==> config.mk <==
export PLATFORM = sky130hd
export DESIGN_NAME = pong_pixel_addr
export DESIGN_NICKNAME = d
export VERILOG_FILES = /design/src/hdl/pong_pkg.sv /design/src/hdl/pong_pixel_addr.sv /design/src/hdl/game_over_art.sv /design/src/hdl/score_banner.sv /design/src/hdl/sprite_locator.sv
export VERILOG_INCLUDE_DIRS = /design/src /design/src/hdl
export SDC_FILE = /design/constraint.sdc
export NUM_CORES = 1
export LEC_CHECK = 0
export ABC_AREA = 0
export BUFFER_PORTS_ARGS = -buffer_cell sky130_fd_sc_hd__buf_2
export CAP_MARGIN = 20
export CELL_PAD_IN_SITES_DETAIL_PLACEMENT = 0
export CELL_PAD_IN_SITES_GLOBAL_PLACEMENT = 2
export CORE_ASPECT_RATIO = 1.75
export CORE_MARGIN = 2
export CORE_UTILIZATION = 29
export CTS_BUF_LIST = sky130_fd_sc_hd__clkbuf_16
export CTS_CLUSTER_DIAMETER = 60
export DETAILED_ROUTE_END_ITERATION = 10
export PLACE_DENSITY = 0.77
export SYNTH_ARGS = -nofsm -noshare
export SYNTH_HDL_FRONTEND = slang
export SYNTH_HIERARCHICAL = 1
export SYNTH_SLANG_ARGS = --single-unit
==> constraint.sdc <==
create_clock -name clk -period 3.4 [get_ports clk]
set_input_delay 0.17 -clock clk [delete_from_list [all_inputs] [get_ports clk]]
set_output_delay 0.17 -clock clk [all_outputs]
set_load 0.01 [all_outputs]
==> src/hdl/pong_macros.svh <==
`ifndef PONG_MACROS_SVH
`define PONG_MACROS_SVH

// Sprite sizes in pixels
`define PADDLE_WIDTH   10
`define PADDLE_HEIGHT  75
`define BALL_SIZE      10

// Fixed paddle columns in pixels
`define PADDLE1_LEFT   150
`define PADDLE2_LEFT   735

// Score banner, in 8x8 cells
`define SCORE_ROW      6
`define SCORE1_COL     24
`define SCORE2_COL     80
`define SCORE_LEN      8

// Game-over text line, in cells
`define TEXT_ROW       40

// Block-letter art, in cells
`define GAME_TOP_ROW   23
`define OVER_TOP_ROW   30
`define ART_LINES      6
`define ART_LEFT_COL   47
`define ART_RIGHT_COL  66

`endif
==> src/hdl/pong_pkg.sv <==
package pong_pkg;

    // Value 3 is decoded like play
    typedef enum logic [1:0] {
        STATE_IDLE = 2'd0,
        STATE_PLAY = 2'd1,
        STATE_OVER = 2'd2
    } game_state_t;

    // Character ROM codes
    typedef enum logic [5:0] {
        GLYPH_P      = 6'd0,
        GLYPH_R      = 6'd1,
        GLYPH_E      = 6'd2,
        GLYPH_S      = 6'd3,
        GLYPH_A      = 6'd4,
        GLYPH_T      = 6'd5,
        GLYPH_O      = 6'd6,
        GLYPH_C      = 6'd10,  // Also the sprite fill
        GLYPH_COLON  = 6'd12,
        GLYPH_DIGIT0 = 6'd13,  // Digits 1 to 9 follow
        GLYPH_SOLID  = 6'd30,
        GLYPH_BLANK  = 6'd31
    } glyph_t;

    typedef enum logic [2:0] {
        COLOR_WHITE = 3'd0,
        COLOR_P1    = 3'd1,
        COLOR_P2    = 3'd2
    } color_t;

    // Digit value to its ROM code
    function automatic glyph_t digit_glyph(input logic [3:0] digit);
        return glyph_t'(GLYPH_DIGIT0 + {2'b00, digit});
    endfunction

endpackage

==> src/hdl/pong_pixel_addr.sv <==
module pong_pixel_addr (
    input  logic                  clk,
    input  logic                  reset,
    input  pong_pkg::game_state_t game_state,
    input  logic [9:0]            hcount,
    input  logic [9:0]            vcount,
    input  logic [9:0]            y_pos1,
    input  logic [9:0]            y_pos2,
    input  logic [9:0]            ball_x,
    input  logic [9:0]            ball_y,
    input  logic [3:0]            tens_score1,
    input  logic [3:0]            ones_score1,
    input  logic [3:0]            tens_score2,
    input  logic [3:0]            ones_score2,
    output pong_pkg::glyph_t      char_index,
    output logic [2:0]            glyph_row,
    output logic [2:0]            glyph_column,
    output pong_pkg::color_t      colors
);
    import pong_pkg::*;

    logic [6:0] grid_column;
    logic [5:0] grid_row;
    logic       paddle1_hit;
    logic       paddle2_hit;
    logic       ball_hit;
    logic       score_hit;
    glyph_t     score_glyph;
    logic       art_hit;
    glyph_t     art_glyph;
    glyph_t     next_index;
    color_t     next_color;

    assign grid_column = hcount[9:3];  // 8x8 cells
    assign grid_row    = vcount[8:3];

    sprite_locator u_sprites (
        .hcount      (hcount),
        .vcount      (vcount),
        .y_pos1      (y_pos1),
        .y_pos2      (y_pos2),
        .ball_x      (ball_x),
        .ball_y      (ball_y),
        .paddle1_hit (paddle1_hit),
        .paddle2_hit (paddle2_hit),
        .ball_hit    (ball_hit)
    );

    score_banner u_score (
        .grid_row    (grid_row),
        .grid_column (grid_column),
        .tens_score1 (tens_score1),
        .ones_score1 (ones_score1),
        .tens_score2 (tens_score2),
        .ones_score2 (ones_score2),
        .score_hit   (score_hit),
        .score_glyph (score_glyph)
    );

    game_over_art u_art (
        .grid_row    (grid_row),
        .grid_column (grid_column),
        .art_hit     (art_hit),
        .art_glyph   (art_glyph)
    );

    // Sprites first, then score, then the game-over screen
    always_comb begin
        next_color = COLOR_WHITE;
        next_index = GLYPH_BLANK;
        if (paddle1_hit) begin
            next_index = GLYPH_C;
            next_color = COLOR_P1;
        end else if (paddle2_hit) begin
            next_index = GLYPH_C;
            next_color = COLOR_P2;
        end else if (ball_hit) begin
            next_index = GLYPH_C;
        end else if (score_hit) begin
            next_index = score_glyph;
        end else if (game_state == STATE_OVER && art_hit) begin
            next_index = art_glyph;
        end
    end

    always_ff @(posedge clk) begin
        if (!reset) begin
            char_index   <= GLYPH_BLANK;
            colors       <= COLOR_WHITE;
            glyph_row    <= 3'd0;
            glyph_column <= 3'd0;
        end else begin
            char_index   <= next_index;
            colors       <= next_color;
            glyph_row    <= vcount[2:0];  // Aligned with char_index
            glyph_column <= hcount[2:0];
        end
    end

endmodule

==> src/hdl/game_over_art.sv <==
`include "pong_macros.svh"

module game_over_art (
    input  logic [5:0]       grid_row,
    input  logic [6:0]       grid_column,
    output logic             art_hit,
    output pong_pkg::glyph_t art_glyph
);
    import pong_pkg::*;

    logic        in_art_cols;
    logic        in_game;
    logic        in_over;
    logic [2:0]  game_line;
    logic [2:0]  over_line;
    logic [4:0]  art_index;
    logic [0:19] line_mask;
    logic        solid_hit;
    logic        text_hit;
    glyph_t      text_glyph;

    // Bit 0 is column 47, so each literal reads left to right on screen
    function automatic logic [0:19] game_mask(input logic [2:0] line);
        case (line)
            3'd0:    return 20'b0110_0011_0010_0010_1111;
            3'd1:    return 20'b1001_0100_1011_0110_1000;
            3'd2:    return 20'b1000_0100_1010_1010_1111;
            3'd3:    return 20'b1011_0111_1010_0010_1000;
            3'd4:    return 20'b1001_0100_1010_0010_1000;
            3'd5:    return 20'b0110_0100_1010_0010_1111;
            default: return '0;
        endcase
    endfunction

    function automatic logic [0:19] over_mask(input logic [2:0] line);
        case (line)
            3'd0:    return 20'b0110_0100_1011_1101_1100;
            3'd1:    return 20'b1001_0100_1010_0001_0010;
            3'd2:    return 20'b1001_0100_1011_1101_1100;
            3'd3:    return 20'b1001_0100_1010_0001_0010;
            3'd4:    return 20'b1001_0100_1010_0001_0010;
            3'd5:    return 20'b0110_0011_0011_1101_0010;
            default: return '0;
        endcase
    endfunction

    assign in_art_cols = (grid_column >= 7'(`ART_LEFT_COL)) &&
                         (grid_column <= 7'(`ART_RIGHT_COL));
    assign in_game     = (grid_row >= 6'(`GAME_TOP_ROW)) &&
                         (grid_row < 6'(`GAME_TOP_ROW + `ART_LINES));
    assign in_over     = (grid_row >= 6'(`OVER_TOP_ROW)) &&
                         (grid_row < 6'(`OVER_TOP_ROW + `ART_LINES));
    assign game_line   = 3'(grid_row - 6'(`GAME_TOP_ROW));
    assign over_line   = 3'(grid_row - 6'(`OVER_TOP_ROW));
    assign art_index   = 5'(grid_column - 7'(`ART_LEFT_COL));

    always_comb begin
        line_mask = '0;
        if (in_game) begin
            line_mask = game_mask(game_line);
        end else if (in_over) begin
            line_mask = over_mask(over_line);
        end
    end

    assign solid_hit = in_art_cols && line_mask[art_index];

    // PRESS START TO RESTART
    always_comb begin
        case (grid_column)
            7'd48:   text_glyph = GLYPH_P;
            7'd49:   text_glyph = GLYPH_R;
            7'd50:   text_glyph = GLYPH_E;
            7'd51:   text_glyph = GLYPH_S;
            7'd52:   text_glyph = GLYPH_S;
            7'd54:   text_glyph = GLYPH_S;
            7'd55:   text_glyph = GLYPH_T;
            7'd56:   text_glyph = GLYPH_A;
            7'd57:   text_glyph = GLYPH_R;
            7'd58:   text_glyph = GLYPH_T;
            7'd60:   text_glyph = GLYPH_T;
            7'd61:   text_glyph = GLYPH_O;
            7'd63:   text_glyph = GLYPH_R;
            7'd64:   text_glyph = GLYPH_E;
            7'd65:   text_glyph = GLYPH_S;
            7'd66:   text_glyph = GLYPH_T;
            7'd67:   text_glyph = GLYPH_A;
            7'd68:   text_glyph = GLYPH_R;
            7'd69:   text_glyph = GLYPH_T;
            default: text_glyph = GLYPH_BLANK;  // Word gaps too
        endcase
    end

    assign text_hit = (grid_row == 6'(`TEXT_ROW)) && (text_glyph != GLYPH_BLANK);

    // Art and text rows never overlap
    assign art_hit   = solid_hit || text_hit;
    assign art_glyph = solid_hit ? GLYPH_SOLID : (text_hit ? text_glyph : GLYPH_BLANK);

endmodule

==> src/hdl/score_banner.sv <==
`include "pong_macros.svh"

module score_banner (
    input  logic [5:0]       grid_row,
    input  logic [6:0]       grid_column,
    input  logic [3:0]       tens_score1,
    input  logic [3:0]       ones_score1,
    input  logic [3:0]       tens_score2,
    input  logic [3:0]       ones_score2,
    output logic             score_hit,
    output pong_pkg::glyph_t score_glyph
);
    import pong_pkg::*;

    logic       on_row;
    logic       in_label1;
    logic       in_label2;
    logic [2:0] offset1;
    logic [2:0] offset2;

    // "SCORE:" then tens and ones
    function automatic glyph_t label_glyph(input logic [2:0] offset,
                                           input logic [3:0] tens,
                                           input logic [3:0] ones);
        case (offset)
            3'd0:    return GLYPH_S;
            3'd1:    return GLYPH_C;
            3'd2:    return GLYPH_O;
            3'd3:    return GLYPH_R;
            3'd4:    return GLYPH_E;
            3'd5:    return GLYPH_COLON;
            3'd6:    return digit_glyph(tens);
            default: return digit_glyph(ones);
        endcase
    endfunction

    assign on_row    = (grid_row == 6'(`SCORE_ROW));
    assign in_label1 = (grid_column >= 7'(`SCORE1_COL)) &&
                       (grid_column < 7'(`SCORE1_COL + `SCORE_LEN));
    assign in_label2 = (grid_column >= 7'(`SCORE2_COL)) &&
                       (grid_column < 7'(`SCORE2_COL + `SCORE_LEN));
    assign offset1   = 3'(grid_column - 7'(`SCORE1_COL));
    assign offset2   = 3'(grid_column - 7'(`SCORE2_COL));

    always_comb begin
        score_hit   = 1'b0;
        score_glyph = GLYPH_BLANK;
        if (on_row && in_label1) begin
            score_hit   = 1'b1;
            score_glyph = label_glyph(offset1, tens_score1, ones_score1);
        end else if (on_row && in_label2) begin
            score_hit   = 1'b1;
            score_glyph = label_glyph(offset2, tens_score2, ones_score2);
        end
    end

endmodule

==> src/hdl/sprite_locator.sv <==
`include "pong_macros.svh"

module sprite_locator (
    input  logic [9:0] hcount,
    input  logic [9:0] vcount,
    input  logic [9:0] y_pos1,
    input  logic [9:0] y_pos2,
    input  logic [9:0] ball_x,
    input  logic [9:0] ball_y,
    output logic       paddle1_hit,
    output logic       paddle2_hit,
    output logic       ball_hit
);

    // Half-open span test, sums kept 11 bits so edge positions do not wrap
    function automatic logic in_span(input logic [9:0]  pos,
                                     input logic [10:0] start,
                                     input logic [10:0] size);
        logic [10:0] wide_pos;
        wide_pos = {1'b0, pos};
        return (wide_pos >= start) && (wide_pos < start + size);
    endfunction

    assign paddle1_hit = in_span(hcount, 11'(`PADDLE1_LEFT), 11'(`PADDLE_WIDTH)) &&
                         in_span(vcount, {1'b0, y_pos1}, 11'(`PADDLE_HEIGHT));

    assign paddle2_hit = in_span(hcount, 11'(`PADDLE2_LEFT), 11'(`PADDLE_WIDTH)) &&
                         in_span(vcount, {1'b0, y_pos2}, 11'(`PADDLE_HEIGHT));

    assign ball_hit = in_span(hcount, {1'b0, ball_x}, 11'(`BALL_SIZE)) &&
                      in_span(vcount, {1'b0, ball_y}, 11'(`BALL_SIZE));

endmodule

# Yosys cells after proc, flatten, opt, wreduce, memory -nomap -nowiden
# Cells that the tools add are included.
dict set report op_classes {
  n_eq_ne 45
  div 0
  n_reduce_logical 32
  bitwise_logic 2
  n_lt_le_gt_ge 23
  multipliers 0
  addsub 13
  muxes 23
  shifts 0
}
# op count
set op_table {}
lappend op_table {{case mux 20 bit (6 select lines)} 1}
lappend op_table {{equality test 7 x 6 -> 1 bit (second input constant)} 13}
lappend op_table {{case mux 6 bit (7 select lines)} 2}
lappend op_table {{case mux 20 bit (4 select lines)} 1}
lappend op_table {{less-than comparator 10 x 11 -> 1 bit} 4}
lappend op_table {{equality test 7 bit (second input constant)} 6}
lappend op_table {{>= comparator 10 bit} 4}
lappend op_table {{two-way mux 20 bit} 2}
lappend op_table {{case mux 5 bit (7 select lines)} 1}
lappend op_table {{equality test 3 bit (second input constant)} 10}
lappend op_table {{two-way mux 6 bit} 5}
lappend op_table {{equality test 3 x 2 -> 1 bit (second input constant)} 8}
lappend op_table {{adder 10 x 4 -> 11 bit (second input constant)} 2}
lappend op_table {{adder 10 x 7 -> 11 bit (second input constant)} 2}
lappend op_table {{adder 4 x 4 -> 5 bit (first input constant)} 4}
lappend op_table {{two-way mux 5 bit} 4}
lappend op_table {{logical AND 1 bit} 19}
lappend op_table {{equality test 3 x 1 -> 1 bit (second input constant)} 4}
lappend op_table {{>= comparator 6 x 5 -> 1 bit (second input constant)} 2}
lappend op_table {{logical NOT 3 bit} 4}
lappend op_table {{OR reduction 4 bit} 3}
lappend op_table {{>= comparator 10 bit (second input constant)} 1}
lappend op_table {{>= comparator 10 x 8 -> 1 bit (second input constant)} 1}
lappend op_table {{less-than comparator 10 bit (second input constant)} 1}
lappend op_table {{other kinds (26)} 34}
dict set report word_totals {
  out_inout_bits 15
  latch_bits 0
  inputBits 80
  regBits 14
  word_cells 144
  rom_bits 0
  mem_count 0
  ramBits 0
}

# Logic depth before layout (Yosys ltp)
dict set report depth {
  ltp_word 17
  ltp_mapped 14
  depth_no_buf 14
}

# Cells and area by module
# The synthesis kept the hierarchy.
# module seq_area_each_um2 area_per_inst_um2 cells_each n_inst
set by_module_without_submodules {}
lappend by_module_without_submodules {sprite_locator 0.0 2306.0 306 1}
lappend by_module_without_submodules {game_over_art 0.0 1046.0 166 1}
lappend by_module_without_submodules {pong_pixel_addr 280.3 466.7 42 1}
lappend by_module_without_submodules {score_banner 0.0 461.7 64 1}

# Worst setup path after synthesis
# Ideal clock, no wire load.
dict set report synth_timing {
  kind {input to register}
  startpoint {input port y_pos1[0]}
  endpoint {register char_index[0]}
  setup_time_ns 0.060
  setup_slack_ns 0.647
  n_path_buf 0
  t_arrival_ns 2.693
  required_time_ns 3.340
  path_stages 14
  path_cell_list {inv_1 -> ha_1 -> o21a_1 -> or3_4 -> xnor2_1 -> ha_1 -> a21oi_1 -> a21boi_0 -> o21ai_0 -> a311o_1 -> o311a_1 -> nor4b_4 -> o221ai_1 -> nand2_1}
}
dict set report synth_via {
  elab_chain_cells 5
  elab_cells_between_ends 6
  classes_between {add/sub: 1; order compare: 2; mux: 1; reduce/logical: 2}
}
# element line_no
set synth_lines {}
lappend synth_lines {{start: declaration} pong_pixel_addr.sv:7} ;# input logic [9:0] y_pos1,
lappend synth_lines {{adder 10 x 7 -> 11 bit} sprite_locator.sv:21} ;# return (wide_pos >= start) && (wide_pos < start + size);
lappend synth_lines {{less-than comparator 10 x 11 -> 1 bit} sprite_locator.sv:21}
lappend synth_lines {{logical AND 1 bit *} sprite_locator.sv:21}
lappend synth_lines {{logical AND 1 bit *} sprite_locator.sv:24} ;# assign paddle1_hit = in_span(hcount, 11'(`PADDLE1_LEFT), 11'(`PADDLE_WIDTH)) &&
lappend synth_lines {{via paddle1_hit} pong_pixel_addr.sv:24} ;# logic paddle1_hit;
lappend synth_lines {{two-way mux 5 bit *} pong_pixel_addr.sv:71} ;# if (paddle1_hit) begin
lappend synth_lines {{end signal: assignment} pong_pixel_addr.sv:93} ;# char_index <= next_index;
lappend synth_lines {{end: declaration} pong_pixel_addr.sv:15} ;# output pong_pkg::glyph_t char_index,
# The timed path passes the listed nets; every way through them passes the cells marked *.
# A chain may end at the register's enable or synchronous reset.

# Worst setup path after layout
dict set report layout_timing {
  startpoint {input port y_pos1[0]}
  endpoint {register char_index[2]}
}
# The elaborated chain is that of the path after synthesis.

==> out/qor.txt <==
CTS Buffer Depth: 2
Die ar.: 15790 µm²
Synthesized area: 4280 µm²
M3 GR Usage: 0.02646
Vias per inst: 5.271
N_diodes: 0
Met2 usage in global routing: 0.3315
Antenna violations before repair: 0
DRC Markers: 0
Number of CTS-inserted buffers: 3
Post-synthesis average cell area: 7.405 µm²
Setup WS post-layout: 0.4321 ns
Clk root buf: clkbuf_16
Port Buffers: 93
Critical path type: input pin to flop
CP max-delay cell: nor4b_4
# setup viols final: 0
Initial DRC count: 194
Post-synth EDFFs: 0
Data arrival time of the worst path: 3.15 ns
FMAX: 0.3369 GHz
Final core utilization: 0.3444
Fill count: 1567
Setup crit end kind: flop
Detailed placer's ending HPWL: 11030 µm
Critical path required time: 3.59 ns
Yosys cell types: 73
Post-synth top cells: ha_1, inv_1, a21oi_1
Largest cells by area after synthesis: ha_1, dfxtp_1, xnor2_1
IO Pins: 95
Total Neg Setup Slack: 0 ns
Slew at the pin closest to its max-slew limit: 0.5460 ns
Setup WS pre-CTS: 0.1920 ns
Async set-reset flop share out of synthesis: 0
Chip Width: 95.84 µm
Fin. Hold Viols: 0
Worst slew margin: 0.6309
Final Hold Slack: 0.1501 ns
Yosys reg bits: 14
Rows: 58
GRT Overall Usage: 0.1664
CP max stage delay: 0.43 ns
Ys Warns: 6
Proportion of layout cells with a drive suffix above 1: 0.1809
Vias in the first global route: 4423
Tightest Hold Check Type: input pin to flop
Max-cap violations: 0
Most frequent cell after synthesis: ha_1
Initial core utilization: 0.2979
Hold_buf cts: 0
GRT Max-Usage Layer: met2
Grt ovf: 0
Source of the worst hold timing path: vcount[0]
Clock sink count: 14
Final min period: 2.968 ns
Tot Pwr: 954.7 µW
Clock slew at reported path FFs: 0.05 ns
Status: finished, final reports clean
Post-synth net total: 746
Pin count of the biggest net entering global routing: 29
Sequential fraction of the synthesis area: 0.06548
Syn Inst Count: 578
Post-CTS Resized: 0
CP Max Fanout: 6
Hold depth: 2
DRT antenna net count: 0
DRT Pass-1 Iters: 4
Area share of the leading cell type in the synthesized netlist: 0.2572
Final wirelength: 13130 µm
Crit path top cell by count: ha_1
Critical path startpoint: y_pos1[0]
Fin crit share: 0.8729
Die Ht: 164.7 µm
First-pass GRT wire length: 20940 µm
Routability cong.: 0.8558
WL/cell: 15.67 µm
Worst vdd ir: 137.1 µV
Yosys top cell by area: ha_1
Crit path cell chain: buf_2 > inv_1 > ha_1 > o21a_1 > or3_4 > xnor2_1 > ha_1 > nand3_1 > a21boi_0 > o21ai_0 > a311o_1 > o311a_1 > nor4b_4 > o221ai_1 > nand2_1
Met1 Usage GRT: 0.1766
Net count, final: 827
Static leakage: 0.002335 µW
Slew Viols, Final: 0
RSZ-0062 raised after global routing: no
Most used flip-flop cell after synthesis: dfxtp_1
DR vias: 4417
Core Area: 14370 µm²
Pwr Density: 192.9 nW/µm²
H-tree lvl count: 1
Area Growth Syn to Fin: 15.61%
CTS tree: done
Worst setup SP type: input pin
Setup bufs post-CTS: 0
==> through the flow <==
step	cells	instance area (µm²)
floorplan	578	4280
global placement	834	4870
detailed placement	834	4870
CTS	838	4949
global route	838	4949
finish	838	4949
==> sequential cells by signal, summed over array words and instances, names as in the netlist <==
signal	cells
glyph_row	3
colors	2
char_index	6
glyph_column	3
==> layout by cell type (no fill, tap or decap), types with 4 or more instances in the layout <==
cell type / count
nor3_1: 18
nor2b_1: 6
a31oi_1: 13
a21oi_1: 48
o2111ai_1: 5
mux2i_1: 5
o22ai_1: 4
mux2_2: 4
dfxtp_1: 14
xor2_1: 14
a21o_1: 6
a21boi_0: 4
inv_1: 58
o221ai_1: 5
nor2_1: 31
or3_1: 4
o31ai_1: 4
buf_2: 93
a211oi_1: 6
buf_4: 5
and3_1: 4
xnor2_1: 32
ha_1: 88
nand2b_1: 9
o21ai_0: 31
nor4_1: 5
nand2_1: 41
o21a_1: 6
nand3_1: 14
and2_1: 8
o211ai_1: 10
==> per-layer routing <==
metal / routed length (µm) / share of wire
met1: 5021 / 0.38
met2: 7239 / 0.55
met3: 658 / 0.050
met4: 213 / 0.016
met5: 0 / 0
==> area by class of cell <==
type	instances	area, µm²	area share
clock buffers	3	75.07	0.01517
flip-flops and latches	14	280.3	0.05664
repair buffers	98	503.0	0.1016
inverters	59	221.5	0.04475
well taps	180	225.2	0.04551
clock inverters	1	3.754	0.0007585
multi-input cells	483	3640	0.7355
==> final timing paths <==
path | end | slack (ns)
hold / removal | glyph_row[0] | 0.15
setup / recovery | char_index[2] | 0.43
==> report_power, final <==
part / internal (µW) / total [µW] / switching [µW]
sequential: 171 / 172 / 1.59
clock: 156 / 230 / 74.4
combinational: 237 / 552 / 315
total: 564 / 955 / 391
==> kinds of logic (layout without fill, tap and decap cells) <==
family	Yosys count	in the layout	synth area share
buffers and inverters	81	161	0.08418
muxes	9	9	0.02222
xor gates and xnor gates	46	46	0.09413
other	3	3	0.002631
and+or+nand+nor	166	166	0.2125
adders and majority gates	89	89	0.2596
DFF	14	14	0.06548
AOI/OAI and AO/OA	170	170	0.2593
==> worst max-delay path: cells and delay by family <==
kind                     cells  cell delay, ns
buffers and inverters        2            0.15
adder cells (fa/ha/maj)      2            0.54
XOR/XNOR                     1            0.14
AO/OA/AOI/OAI                6            1.18
AND/OR/NAND/NOR              4            0.98
Power figures use the tool's default switching activity.
